File: config.mk
export PLATFORM = sky130hd
export DESIGN_NAME = bitplane_fetch_top
export DESIGN_NICKNAME = d
export VERILOG_FILES = /design/src/rtl/bpl_pkg.sv /design/src/rtl/beam_counter.sv /design/src/rtl/bitplane_dma.sv /design/src/rtl/bitplane_latch.sv /design/src/rtl/bitplane_fetch_top.sv
export VERILOG_INCLUDE_DIRS = /design/src /design/src/include
export SDC_FILE = /design/constraint.sdc
export NUM_CORES = 1
export LEC_CHECK = 0
export ABC_CLOCK_PERIOD_IN_PS = 5300
export CELL_PAD_IN_SITES_DETAIL_PLACEMENT = 0
export CELL_PAD_IN_SITES_GLOBAL_PLACEMENT = 1
export CORE_ASPECT_RATIO = 0.5
export CORE_MARGIN = 2
export CORE_UTILIZATION = 45
export DETAILED_ROUTE_END_ITERATION = 12
export DONT_BUFFER_PORTS = 1
export PLACE_DENSITY_LB_ADDON = 0.25
export SYNTH_ARGS = -nofsm -noshare
export SYNTH_HDL_FRONTEND = slang
export SYNTH_SLANG_ARGS = --single-unit
File: constraint.sdc
create_clock -name clk -period 5.3 [get_ports clk]
set_clock_uncertainty 0.1 [all_clocks]
set_input_delay 0.53 -clock clk [delete_from_list [all_inputs] [get_ports clk]]
set_output_delay 0.53 -clock clk [all_outputs]
set_load 0.01 [all_outputs]
File: src/include/bpl_config.svh
// bitplane fetch constants
`ifndef BPL_CONFIG_SVH
`define BPL_CONFIG_SVH

// ------------------------------------------------
// custom register byte offsets
// ------------------------------------------------
`define BPL_DIWSTRT    9'h08E // display window start
`define BPL_DIWSTOP    9'h090 // display window stop
`define BPL_DIWHIGH    9'h1E4 // ecs window high bits
`define BPL_DDFSTRT    9'h092 // data fetch start
`define BPL_DDFSTOP    9'h094 // data fetch stop
`define BPL_BPL1MOD    9'h108 // odd plane modulo
`define BPL_BPL2MOD    9'h10A // even plane modulo
`define BPL_BPLCON0    9'h100 // bitplane control 0
`define BPL_BPLPTBASE  9'h0E0 // first plane pointer, 4 bytes per plane
`define BPL_BPL1DAT    8'h88  // word address of plane 1 data

// hardware fetch window limits, in CCKs
`define BPL_HARD_START 8'h18
`define BPL_HARD_STOP  8'hD8
`define BPL_HPOS_LAST  9'd455  // last half-CCK of a line
`define BPL_VPOS_LAST  11'd312 // last line of a frame
`endif

File: src/rtl/bpl_pkg.sv
// bitplane fetch types
package bpl_pkg;

  // custom register word address, bits 8:1 of the byte offset
  typedef logic [7:0] reg_addr_t;

  // chip memory word address
  typedef logic [19:0] chip_addr_t;

  typedef logic [15:0] word_t; // bus data word

  // beam positions
  typedef logic [8:0]  hpos_t; // half-CCK units
  typedef logic [10:0] vpos_t; // lines

  typedef logic [2:0] plane_t; // plane index, 0 is BPL1

  // fetch sequencer
  typedef enum logic [1:0] {
    FETCH_IDLE, // nothing fetched
    FETCH_RUN,  // inside the fetch window
    FETCH_LAST  // closing sequence, modulo is added
  } fetch_state_t;

endpackage

File: src/rtl/beam_counter.sv
// beam position counter
`timescale 1ns/1ns
`include "bpl_config.svh"

module beam_counter (
  input  logic           clk,
  input  logic           reset,
  input  logic           clk7_en,
  output bpl_pkg::hpos_t hpos,
  output bpl_pkg::vpos_t vpos,
  output logic           sof
);

  bpl_pkg::hpos_t hpos_q;
  bpl_pkg::vpos_t vpos_q;
  logic           line_end;  // last half-CCK of the line
  logic           frame_end; // last half-CCK of the frame

  assign line_end  = (hpos_q == `BPL_HPOS_LAST);
  assign frame_end = line_end && (vpos_q == `BPL_VPOS_LAST);

  // horizontal count, one step per enabled cycle
  always_ff @(posedge clk) begin
    if (reset) begin
      hpos_q <= '0;
    end else if (clk7_en) begin
      hpos_q <= line_end ? '0 : hpos_q + 1'b1;
    end
  end

  // vertical count steps on the line wrap
  always_ff @(posedge clk) begin
    if (reset) begin
      vpos_q <= '0;
      sof    <= 1'b0;
    end else if (clk7_en) begin
      if (line_end) begin
        vpos_q <= frame_end ? '0 : vpos_q + 1'b1;
      end
      sof <= frame_end; // high for the first enabled cycle of the frame
    end
  end

  assign hpos = hpos_q;
  assign vpos = vpos_q;

  // the line never runs past its last count
  a_hpos_range: assert property (@(posedge clk) disable iff (reset)
    hpos_q <= `BPL_HPOS_LAST);

endmodule

File: src/rtl/bitplane_dma.sv
// bitplane dma engine
`timescale 1ns/1ns
`include "bpl_config.svh"

module bitplane_dma (
  input  logic                clk,
  input  logic                clk7_en,
  input  logic                reset,
  input  logic                ecs,     // ecs window and fetch bits
  input  logic                a1k,     // no display start on line 0
  input  logic                sof,
  input  logic                dmaena,
  input  bpl_pkg::vpos_t      vpos,
  input  bpl_pkg::hpos_t      hpos,
  input  bpl_pkg::reg_addr_t  reg_address_in,
  input  bpl_pkg::word_t      data_in,
  output logic                dma,
  output bpl_pkg::reg_addr_t  reg_address_out,
  output bpl_pkg::chip_addr_t address_out
);

  logic [8:0]            reg_byte;      // byte offset of the bus write
  logic                  sel_ddfstrt;
  logic                  sel_pt;        // pointer register range
  bpl_pkg::vpos_t        vdiwstrt;
  bpl_pkg::vpos_t        vdiwstop;
  logic                  vdiwena;       // vertical window open
  logic [6:0]            ddfstrt;       // bits 8:2
  logic [6:0]            ddfstop;
  logic [14:0]           bpl1mod;       // word modulo, odd planes
  logic [14:0]           bpl2mod;       // even planes
  logic [4:0]            bplcon0;       // shres, hires, bpu
  logic [4:0]            bplcon0_d0;
  logic [4:0]            bplcon0_d1;
  logic [4:0]            bplcon0_dly;   // 3 CCKs late
  logic [1:0]            dmaena_dly;    // 2 and 4 CCKs late
  logic                  shres;
  logic                  hires;
  bpl_pkg::plane_t       planes;        // planes actually fetched
  logic                  soft_start;
  logic                  soft_stop;
  logic                  hard_start;
  logic                  hard_stop;
  logic                  softena;       // ddfstrt..ddfstop
  logic                  hardena;       // $18..$D8
  logic                  ddfena_0;
  logic                  ddfena;        // window, 2 CCKs late
  bpl_pkg::fetch_state_t state;
  logic [2:0]            seq;           // slot within the 8 CCK sequence
  logic                  add_mod;
  bpl_pkg::plane_t       plane;
  bpl_pkg::plane_t       ptr_sel;
  logic [4:0]            bplpth [8];    // pointer high parts
  logic [14:0]           bplptl [8];    // pointer low parts
  logic [14:0]           mod_sel;
  bpl_pkg::chip_addr_t   newpt;

  assign reg_byte    = {reg_address_in, 1'b0};
  assign sel_ddfstrt = (reg_byte == `BPL_DDFSTRT);
  assign sel_pt      = ({reg_address_in[7:4], 5'b0_0000} == `BPL_BPLPTBASE);

  // ------------------------------------------------
  // register bank
  // ------------------------------------------------
  always_ff @(posedge clk) begin
    if (clk7_en) begin
      if (reg_byte == `BPL_DIWSTRT) begin
        vdiwstrt <= {3'b000, data_in[15:8]}; // writing DIWSTRT clears V10-V8
      end else if (reg_byte == `BPL_DIWHIGH && ecs) begin
        vdiwstrt[10:8] <= data_in[2:0];
      end
      if (reg_byte == `BPL_DIWSTOP) begin
        vdiwstop <= {2'b00, ~data_in[15], data_in[15:8]}; // V8 is ~V7
      end else if (reg_byte == `BPL_DIWHIGH && ecs) begin
        vdiwstop[10:8] <= data_in[10:8];
      end
      if (sel_ddfstrt)                 ddfstrt <= data_in[7:1];
      if (reg_byte == `BPL_DDFSTOP)    ddfstop <= data_in[7:1];
      if (reg_byte == `BPL_BPL1MOD)    bpl1mod <= data_in[15:1];
      if (reg_byte == `BPL_BPL2MOD)    bpl2mod <= data_in[15:1];
    end
  end

  // bplcon0 and dmaena pipelines, the display chip sees them late
  always_ff @(posedge clk) begin
    if (reset) begin
      bplcon0     <= '0;
      bplcon0_d0  <= '0;
      bplcon0_d1  <= '0;
      bplcon0_dly <= '0;
      dmaena_dly  <= '0;
    end else if (clk7_en) begin
      if (reg_byte == `BPL_BPLCON0) begin
        bplcon0 <= {data_in[6], data_in[15], data_in[14:12]};
      end
      if (hpos[0]) begin // one stage per CCK
        bplcon0_d0  <= bplcon0;
        bplcon0_d1  <= bplcon0_d0;
        bplcon0_dly <= bplcon0_d1;
      end
      if (hpos[1:0] == 2'b11) dmaena_dly <= {dmaena_dly[0], dmaena}; // every 2 CCKs
    end
  end

  assign shres  = ecs & bplcon0_dly[4];
  assign hires  = bplcon0_dly[3];
  assign planes = (bplcon0_dly[2:0] == 3'b111) ? 3'd4 : bplcon0_dly[2:0];

  // ------------------------------------------------
  // windows
  // ------------------------------------------------
  always_ff @(posedge clk) begin
    if (reset) begin
      vdiwena <= 1'b0;
    end else if (clk7_en) begin
      if ((sof && !a1k) || (vpos == '0 && a1k) || vpos == vdiwstop) begin
        vdiwena <= 1'b0;
      end else if (vpos == vdiwstrt) begin
        vdiwena <= 1'b1;
      end
    end
  end

  always_ff @(posedge clk) begin
    if (reset) begin
      {soft_start, soft_stop, hard_start, hard_stop} <= 4'b0000;
      {softena, hardena, ddfena_0, ddfena}           <= 4'b0000;
    end else if (clk7_en && hpos[0]) begin
      soft_start <= (hpos[8:1] == {ddfstrt[6:1], ddfstrt[0] & ecs, 1'b0});
      soft_stop  <= (hpos[8:1] == {ddfstop[6:1], ddfstop[0] & ecs, 1'b0});
      hard_start <= (hpos[8:1] == `BPL_HARD_START);
      hard_stop  <= (hpos[8:1] == `BPL_HARD_STOP);
      // ocs only starts inside the vertical window, a DDFSTRT write blocks it
      if (soft_start && (ecs || (vdiwena && dmaena)) && !sel_ddfstrt) begin
        softena <= 1'b1;
      end else if (soft_stop || (!ecs && hard_stop)) begin
        softena <= 1'b0;
      end
      if (hard_start)     hardena <= 1'b1;
      else if (hard_stop) hardena <= 1'b0;
      ddfena_0 <= hardena & softena;
      ddfena   <= ddfena_0;
    end
  end

  // ------------------------------------------------
  // fetch sequencer
  // ------------------------------------------------
  always_ff @(posedge clk) begin
    if (reset) begin
      state <= bpl_pkg::FETCH_IDLE;
      seq   <= 3'd0;
    end else if (clk7_en && hpos[0]) begin
      seq <= (state == bpl_pkg::FETCH_IDLE) ? 3'd0 : seq + 3'd1;
      case (state)
        bpl_pkg::FETCH_IDLE: begin
          // sequences start on a 2-CCK boundary
          if (ddfena && vdiwena && !hpos[1] && dmaena_dly[0]) state <= bpl_pkg::FETCH_RUN;
        end
        bpl_pkg::FETCH_RUN: begin
          if (seq == 3'd7) begin
            if (!vdiwena)     state <= bpl_pkg::FETCH_IDLE;
            else if (!ddfena) state <= bpl_pkg::FETCH_LAST; // window closed, one more
          end
        end
        default: begin
          if (seq == 3'd7) state <= bpl_pkg::FETCH_IDLE;
        end
      endcase
    end
  end

  // slot to plane, lowres 8 slots, hires 4, shres 2
  always_comb begin
    if (shres)      plane = {2'b00, ~seq[0]};
    else if (hires) plane = {1'b0, ~seq[0], ~seq[1]};
    else            plane = {~seq[0], ~seq[1], ~seq[2]};
  end

  // modulo only on the last pass over each plane
  assign add_mod = (state == bpl_pkg::FETCH_LAST) &&
                   (shres ? &seq[2:1] : (hires ? seq[2] : 1'b1));

  assign dma = (state != bpl_pkg::FETCH_IDLE) && dmaena_dly[1] && hpos[0] && (plane < planes);

  // ------------------------------------------------
  // pointers
  // ------------------------------------------------
  assign ptr_sel = dma ? plane : reg_address_in[3:1]; // dma slot owns the write port

  always_ff @(posedge clk) begin
    if (clk7_en) begin
      if (dma || (sel_pt && !reg_address_in[0])) begin
        bplpth[ptr_sel] <= dma ? newpt[19:15] : data_in[4:0];
      end
      if (dma || (sel_pt && reg_address_in[0])) begin
        bplptl[ptr_sel] <= dma ? newpt[14:0] : data_in[15:1];
      end
    end
  end

  assign address_out = {bplpth[plane], bplptl[plane]};

  assign mod_sel = plane[0] ? bpl2mod : bpl1mod; // index 0 is BPL1, odd
  assign newpt   = address_out + (add_mod ? {{5{mod_sel[14]}}, mod_sel} : 20'd0) + 20'd1;

  assign reg_address_out = `BPL_BPL1DAT + {5'b0_0000, plane};

  // a slot is followed by an even position, so the next enabled cycle has no dma
  a_dma_odd: assert property (@(posedge clk) disable iff (reset)
    (clk7_en && dma) |=> (!dma throughout (clk7_en [->1])));
  // planes 7 and 8 are never fetched
  a_dma_plane: assert property (@(posedge clk) disable iff (reset)
    (clk7_en && dma) |-> (reg_address_out < (`BPL_BPL1DAT + 8'd6)));

endmodule

File: src/rtl/bitplane_latch.sv
// bitplane data latch
`timescale 1ns/1ns
`include "bpl_config.svh"

module bitplane_latch (
  input  logic                    clk,
  input  logic                    reset,
  input  logic                    clk7_en,
  input  logic                    dma,
  input  bpl_pkg::reg_addr_t      reg_address_out,
  input  bpl_pkg::word_t          chip_data_in,
  output bpl_pkg::word_t [5:0]    bpl_data,
  output logic                    bpl_load
);

  bpl_pkg::reg_addr_t   plane_ofs; // offset from BPL1DAT
  bpl_pkg::plane_t      plane_idx;
  logic                 plane_hit; // one of the six fetched planes
  bpl_pkg::word_t [5:0] plane_q;   // BPLxDAT holding registers
  logic                 load_arm;  // plane 1 just stored

  assign plane_ofs = reg_address_out - `BPL_BPL1DAT;
  assign plane_idx = plane_ofs[2:0];
  assign plane_hit = (plane_ofs < 8'd6); // 7 and 8 are aga only

  // ------------------------------------------------
  // per-plane data registers
  // ------------------------------------------------
  always_ff @(posedge clk) begin
    if (clk7_en && dma && plane_hit) begin
      plane_q[plane_idx] <= chip_data_in;
    end
  end

  // plane 1 is fetched last, so its store triggers the load
  always_ff @(posedge clk) begin
    if (reset) begin
      load_arm <= 1'b0;
      bpl_load <= 1'b0;
    end else begin
      load_arm <= clk7_en && dma && (reg_address_out == `BPL_BPL1DAT);
      bpl_load <= load_arm; // one clk, not one enabled cycle
    end
  end

  // parallel copy for the shifters
  always_ff @(posedge clk) begin
    if (load_arm) begin
      bpl_data <= plane_q;
    end
  end

  a_load_single: assert property (@(posedge clk) disable iff (reset)
    bpl_load |=> !bpl_load);

endmodule

File: src/rtl/bitplane_fetch_top.sv
// bitplane fetch subsystem
`timescale 1ns/1ns

module bitplane_fetch_top (
  input  logic                clk,
  input  logic                reset,
  input  logic                clk7_en,
  input  logic                ecs,
  input  logic                a1k,
  input  logic                dmaena,
  input  bpl_pkg::reg_addr_t  reg_address_in,
  input  bpl_pkg::word_t      data_in,
  input  bpl_pkg::word_t      chip_data_in,  // valid with dma
  output logic                dma,
  output bpl_pkg::chip_addr_t address_out,
  output bpl_pkg::reg_addr_t  reg_address_out,
  output bpl_pkg::hpos_t      hpos,
  output bpl_pkg::vpos_t      vpos,
  output bpl_pkg::word_t [5:0] bpl_data,
  output logic                bpl_load
);

  logic sof; // frame start, beam counter to dma engine

  beam_counter i_beam_counter (
    .clk     (clk),
    .reset   (reset),
    .clk7_en (clk7_en),
    .hpos    (hpos),
    .vpos    (vpos),
    .sof     (sof)
  );

  bitplane_dma i_bitplane_dma (
    .clk (clk), .clk7_en (clk7_en), .reset (reset),
    .ecs (ecs), .a1k (a1k), .sof (sof), .dmaena (dmaena),
    .vpos (vpos), .hpos (hpos),
    .reg_address_in (reg_address_in), .data_in (data_in),
    .dma (dma), .reg_address_out (reg_address_out), .address_out (address_out)
  );

  bitplane_latch i_bitplane_latch (
    .clk (clk), .reset (reset), .clk7_en (clk7_en), .dma (dma),
    .reg_address_out (reg_address_out), .chip_data_in (chip_data_in),
    .bpl_data (bpl_data), .bpl_load (bpl_load)
  );

endmodule

=== After elaboration in Yosys (flattened, before gate mapping) ===
Memories as Yosys holds them, arrays and structs flattened.
Cells that the tools add are included.

* Register bits: 317
* Bits in writable memories: 160
* Input bits: 46
* Memories kept: 2

{| class="wikitable"
|+ Memory list
! name !! words !! width !! read ports !! clocked after Yosys merged registers in !! write ports !! RTL line !! text
|-
| i_bitplane_dma.bplptl || 8 || 15 || 1 || 0 || 1 || bitplane_dma.sv:54 || <nowiki>logic [14:0] bplptl [8];</nowiki>
|-
| i_bitplane_dma.bplpth || 8 || 5 || 1 || 0 || 1 || bitplane_dma.sv:53 || <nowiki>logic [4:0] bplpth [8];</nowiki>
|}

* Add/subtract/negate cells: 7
* Magnitude comparators: 4
* Equality and inequality tests: 26
* Mux-type cells: 37
* Bitwise operators: 8
* Reduce and logical (&&, ||, !) cells: 59

{| class="wikitable"
|+ Operator list
! cell !! number
|-
| bitwise mux 96 bit || 1
|-
| demux 16 bit (select 3 bit) || 1
|-
| == test 8 bit (second input constant) || 6
|-
| == test 8 x 7 -> 1 bit (second input constant) || 4
|-
| AND reduction 2 bit || 16
|-
| two-way mux 15 bit || 2
|-
| == test 11 bit || 2
|-
| logical AND 1 bit || 22
|-
| two-way mux 3 bit || 7
|-
| adder 20 x 1 -> 20 bit (second input constant) || 1
|-
| adder 20 bit || 1
|-
| two-way mux 20 bit || 1
|-
| == test 8 bit || 2
|-
| two-way mux 16 bit || 1
|-
| two-way mux 1 bit || 15
|-
| nonzero test 2 bit || 7
|-
| adder 11 x 1 -> 11 bit (second input constant) || 1
|-
| == test 11 x 9 -> 1 bit (second input constant) || 1
|-
| logical NOT 11 bit || 1
|-
| two-way mux 11 bit || 1
|-
| two-way mux 2 bit || 5
|-
| adder 9 x 1 -> 9 bit (second input constant) || 1
|-
| == test 9 bit (second input constant) || 1
|-
| two-way mux 9 bit || 1
|-
| other kinds (23) || 40
|}

=== Depth between registers and ports, before layout ===
* Depth in word-level cells: 10
* Gate-level depth with buffers: 19
* Mapped depth without buffers: 16

=== Hierarchy ===
From an unflattened synthesis, not the netlist that was laid out.

* Cell total of the unflattened synthesis: 1408
* Area total of the unflattened synthesis: 18891.9 um^2

{| class="wikitable"
|+ Modules (own cells, without submodules)
! module !! instances !! cells each !! area an instance (um^2) !! seq. area each (um^2)
|-
| bitplane_dma || 1 || 1078 || 11905.2 || 7507.2
|-
| bitplane_latch || 1 || 216 || 5977.0 || 5805.6
|-
| beam_counter || 1 || 114 || 1009.7 || 420.4
|}

=== Worst setup path after synthesis ===
OpenSTA, ideal clock, no wires.

* Path kind: reg-to-reg
* From: register i_bitplane_dma.bplcon0_dly[3]
* To: memory i_bitplane_dma.bplpth[0][0], data pin
* Arrival: 3951 ps
* Path slack: 971 ps
* Stages on the path, launching flop included: 14
* Buffers on the path: 1
* Period minus slack after synthesis: 4329 ps
* Cell sequence: dfxtp_1 buf_6 nor2b_1 o311ai_1 o221ai_1 nor4_1 ha_1 nor2b_1 o2111ai_1 a2111oi_0 o21ai_0 a21boi_1 nor3_1 o31ai_1

* Elaborated cells between the ends (all ways): 14
* Classes of those cells: add/sub (2); order compare (1); mux (7); reduce/logical (2); memory (2)

{| class="wikitable"
|+ RTL lines
! element !! RTL line !! text
|-
| from (decl) || bitplane_dma.sv:35 || <nowiki>logic [4:0] bplcon0_dly;</nowiki>
|-
| from (signal assigned) || bitplane_dma.sv:99 || <nowiki>bplcon0_dly <= bplcon0_d1;</nowiki>
|-
| two-way mux 3 bit || bitplane_dma.sv:176 || <nowiki>else if (hires) plane = {1'b0, ~seq[0], ~seq[1]};</nowiki>
|-
| two-way mux 3 bit || bitplane_dma.sv:175 || <nowiki>if (shres) plane = {2'b00, ~seq[0]};</nowiki>
|-
| memory read (8 x 15 bit) || -- ||
|-
| via address_out[1] || bitplane_fetch_top.sv:15 || <nowiki>output bpl_pkg::chip_addr_t address_out,</nowiki>
|-
| adder 20 bit || bitplane_dma.sv:205 || <nowiki>assign newpt = address_out + (add_mod ? {{5{mod_sel[14]}}, mod_sel} : 20'd0) + 20'd1;</nowiki>
|-
| adder 20 x 1 -> 20 bit || bitplane_dma.sv:205 ||
|-
| two-way mux 5 bit || bitplane_dma.sv:194 || <nowiki>bplpth[ptr_sel] <= dma ? newpt[19:15] : data_in[4:0];</nowiki>
|-
| to (decl) || bitplane_dma.sv:53 ||
|}

The timed path passes the listed nets, and every way through them passes these cells.

=== Worst setup path after layout ===
* From: register i_bitplane_dma.seq[1]
* To: memory i_bitplane_dma.bplpth[6][4], data pin

* Cells in the longest elaborated chain, start to end: 8
* Elaborated cells between the ends (all ways): 15
* Classes of those cells: add/sub (2); order compare (1); mux (6); bitwise (1); reduce/logical (3); memory (2)

{| class="wikitable"
|+ Ends and longest elaborated chain
! element !! RTL line !! text
|-
| from (decl) || bitplane_dma.sv:49 || <nowiki>logic [2:0] seq;</nowiki>
|-
| from (signal assigned) || bitplane_dma.sv:154 || <nowiki>seq <= (state == bpl_pkg::FETCH_IDLE) ? 3'd0 : seq + 3'd1;</nowiki>
|-
| branches (longest 7 deep; another with adder 20 bit) || -- ||
|-
| two-way mux 5 bit * || bitplane_dma.sv:194 ||
|}

Every way passes the cells marked *.

==> flow_summary_export.csv <==
group,metric,value,unit
status,status,"finished, final reports clean",
clock_network,clk_latency,560,ps
pwr,clkPwrFrac,42.4,%
drt,drc,0,
logic_synthesis,synth_edf_count,418,
pwr,swShare,19.5,%
global_route,grt_first_pass_wirelength,68500,um
global_route,grt_pass1_vias,10727,
sta,timing.final.crit_period,4900,ps
drt,drt_wl_total,46000,um
floorplan,start_util,45.7,%
sta,finalCritPeriodShare,92.5,%
place,dp_hpwl,29300,um
floorplan,core_area,40500,sq um
floorplan,die_area,42900,sq um
clock_network,cts_buffers,42,
sta,worst_slack,395,ps
sta,hold_viol,0,
floorplan,die_y,147,um
setup_path,critical_path.startpoint_type,"flip-flop",
sta,report.final.slew_viol_count,0,
sta,tns,0,ps
logic_synthesis,synthArstFlopShare,0,%
sta,worst_pin_slew,1220,ps
finish,finalInstanceArea,21000,sq um
pwr,p_total,7.25,mW
setup_path,ff2ff_path_depth,14,
setup_path,worstSetupPathType,"flip-flop to flip-flop",
logic_synthesis,synth_top_area_cell,"edfxtp_1",
setup_path,crit_required,5480,ps
global_route,antenna_found_initial,2,
hold_path,hold_depth,2,
logic_synthesis,synthTopCellsByArea,"edfxtp_1, dfxtp_1, nand2_1",
floorplan,die_w,291,um
pwr,pwr-share-seq,56.2,%
logic_synthesis,yosysMostFrequentCell,"edfxtp_1",
sta,fin_hold_ws,30.6,ps
clock_network,cts_root_buf,"clkbuf_16",
floorplan,ioPinCount,192,
place,place_area,19200,sq um
sta,fmax,204,MHz
drt,routed_via_density,5.66,
drt,wire_per_inst,24.0,um
setup_path,end_kind,"flip-flop",
finish,nNetsFinal,1417,
drt,ant_nets,0,
place,globalplace.congestion,0.823,
logic_synthesis,syn_area,18500,sq um
clock_network,post-cts-setup-buffers,0,
logic_synthesis,seq_area_frac_synth,74.1,%
logic_synthesis,yosys.cell_types.count,67,
finish,synthToLayoutAreaGrowth,13.2,%
setup_path,cp_max_fo,19,
clock_network,cts_tree,"yes",
logic_synthesis,synth_top_area_share,67.8,%
finish,layout-drive-gt1-share,9.67,%
logic_synthesis,avgSynthCellArea,14.4,sq um
pwr,combPwrFrac,1.4,%
pwr,peakVddDrop,0.000194,V
clock_network,htreeDepth,2,
clock_network,cts_sinks,477,
logic_synthesis,synthCells,1289,
job,max_cap_violations,0,
pwr,internal-power,5.83,mW
global_route,grt_max_degree,98,
pwr,power.density,346,nW/um^2
hold_path,hp-class,"input pin to flip-flop",
sta,max-slew-margin-rel,18.5,%
drt,drt_iter0_drc,1112,
floorplan,rows,52,
place,dp_slack,217,ps
global_route,grt-ovfl-total,0,
drt,vias,10848,
pwr,p_leak,7.18,nW
clock_network,clk_path_buf_depth,3,
logic_synthesis,ys_ff_latch,477,
sta,setup_viol,0,
sta,grt_setup_unrepaired,"no",
drt,firstDrtPassIters,5,
setup_path,r2r_slack,400,ps
logic_synthesis,ys_top_cells_by_count,"edfxtp_1, nand2_1, nor2_1",
logic_synthesis,synthFlopType,"edfxtp_1",
logic_synthesis,ys_warn_count,0,
clock_network,path_clk_slew,70,ps
place,portBuffers,0,
pwr,switchingPower,1.42,mW
global_route,grtUsageTotal,21.3,%
setup_path,worstPathArrival,5080,ps
==> per-layer routing <==
metal	share of wire [%]	up-vias	track usage, %
li1	-	4920	-
met4	2.4	0	6.09
met2	49	390	36.3
met5	0	-	0
met3	6.3	68	4.71
met1	43	5470	27.8
==> per-stage QoR <==
stage                     instances  utilization (%)
after floorplan                1292                -
after detailed placement       1807             47.5
after global routing           1915             51.7
after CTS                      1915             51.7
final                          1917             51.7
after global placement         1807             47.5
==> flip-flops by register name, summed over array words and instances (netlist names), 2 cells and up <==
name / count
i_bitplane_dma.bpl1mod: 15
i_beam_counter.hpos: 9
i_bitplane_latch.bpl_data: 96
i_bitplane_dma.dmaena_dly: 2
i_bitplane_dma.vdiwstrt: 11
i_bitplane_dma.bplpth: 40
i_beam_counter.vpos: 11
i_bitplane_dma.ddfstrt: 7
i_bitplane_dma.bplptl: 120
i_bitplane_dma.seq: 3
i_bitplane_dma.ddfstop: 7
i_bitplane_latch.plane_q: 96
i_bitplane_dma.bplcon0_dly: 5
i_bitplane_dma.bplcon0_d1: 5
i_bitplane_dma.bpl2mod: 15
i_bitplane_dma.vdiwstop: 11
i_bitplane_dma.bplcon0: 5
i_bitplane_dma.state: 2
i_bitplane_dma.bplcon0_d0: 5
==> power groups by stage <==
stage / Clock, mW / Sequential [mW] / Combinational (mW)
floorplan: 0 / 4.15 / 0.0492
global placement: 0 / 4.15 / 0.0497
detailed placement: 0 / 4.16 / 0.0525
CTS: 3.14 / 4.07 / 0.101
global route: 3.29 / 4.07 / 0.111
finish: 3.08 / 4.07 / 0.101
==> worst max-delay path, stage by stage (launching register included) <==
cell,delay [ps]
dfxtp_1,620
mux2_2,290
o21a_1,360
buf_4,340
buf_4,220
nand2_1,60
and3_1,160
nor4_1,430
ha_1,260
o2111ai_1,180
a2111oi_1,560
o21ai_0,260
o211ai_1,260
xnor2_1,80
o21ai_1,420
==> cell families after synthesis <==
| kind of cell | count (synthesis) | synth area share [%] |
|---|---|---|
| flops | 477 | 74.1 |
| xor+xnor | 67 | 3.17 |
| compound gates | 198 | 7.27 |
| buf+inv | 85 | 2.20 |
| simple gates | 422 | 10.7 |
| fa+ha+maj | 27 | 1.86 |
| other cells | 2 | 0.0405 |
| mux | 11 | 0.608 |
==> repair_timing <==
item,in CTS,in global routing
setup endpoints to repair,0,32
hold buffers,33,0
hold endpoints to repair,205,0
gates resized for setup,0,4
==> cells in the final DEF (no fill, tap or decap), types with 4 or more instances in the layout <==
master | synthesis | final
and2_1 | 7 | 7
nor4b_1 | 4 | 4
and4_1 | 4 | 4
and3_1 | 11 | 11
a22oi_1 | 6 | 6
buf_4 | 7 | 42
conb_1 | 2 | 5
o21a_1 | 5 | 5
a21oi_1 | 62 | 61
clkinv_1 | 0 | 8
nand4_1 | 8 | 8
xnor2_1 | 13 | 13
nor4_1 | 16 | 15
nor3_1 | 27 | 24
a21o_1 | 18 | 18
o21ai_0 | 30 | 28
bufinv_16 | 0 | 5
dfxtp_1 | 59 | 58
a31oi_1 | 6 | 6
nor2b_1 | 11 | 11
mux2i_1 | 9 | 9
o221ai_1 | 7 | 7
nand3b_1 | 7 | 7
clkbuf_1 | 39 | 6
inv_1 | 15 | 15
xor2_1 | 54 | 54
nand3_1 | 32 | 32
nor2_1 | 77 | 74
a211oi_1 | 4 | 4
clkbuf_16 | 0 | 43
o21ai_1 | 6 | 8
nand2b_1 | 12 | 12
o22ai_1 | 6 | 6
dlygate4sd3_1 | 0 | 32
a222oi_1 | 26 | 26
nand2_1 | 187 | 187
clkinv_2 | 0 | 10
edfxtp_1 | 418 | 418
nor3b_1 | 7 | 6
ha_1 | 26 | 26
==> area by class of cell <==
| type | count | area (sq um) |
|---|---|---|
| sequential | 477 | 13700 |
| inverter | 18 | 80.1 |
| timing repair buffer | 75 | 656 |
| antenna | 2 | 5.00 |
| clock inverter | 26 | 272 |
| fill | 3355 | 19600 |
| multi-input combinational | 730 | 4450 |
| tap | 540 | 676 |
| clock buffer | 49 | 1100 |
==> worst paths after layout <==
path / endpoint / startpoint
min reg2reg: i_bitplane_latch.bpl_data[15]$_DFFE_PP_ / i_bitplane_latch.plane_q[15]$_DFFE_PP_
max: i_bitplane_dma.bplpth[6][4]$_DFFE_PP_ / i_bitplane_dma.seq[1]$_SDFFE_PP0P_
min: i_bitplane_dma.bplcon0[3]$_SDFFE_PP0P_ / data_in[15]
max reg2reg: i_bitplane_dma.bplpth[6][4]$_DFFE_PP_ / i_bitplane_dma.seq[1]$_SDFFE_PP0P_
Note: power is estimated with default switching activity, not from simulation.
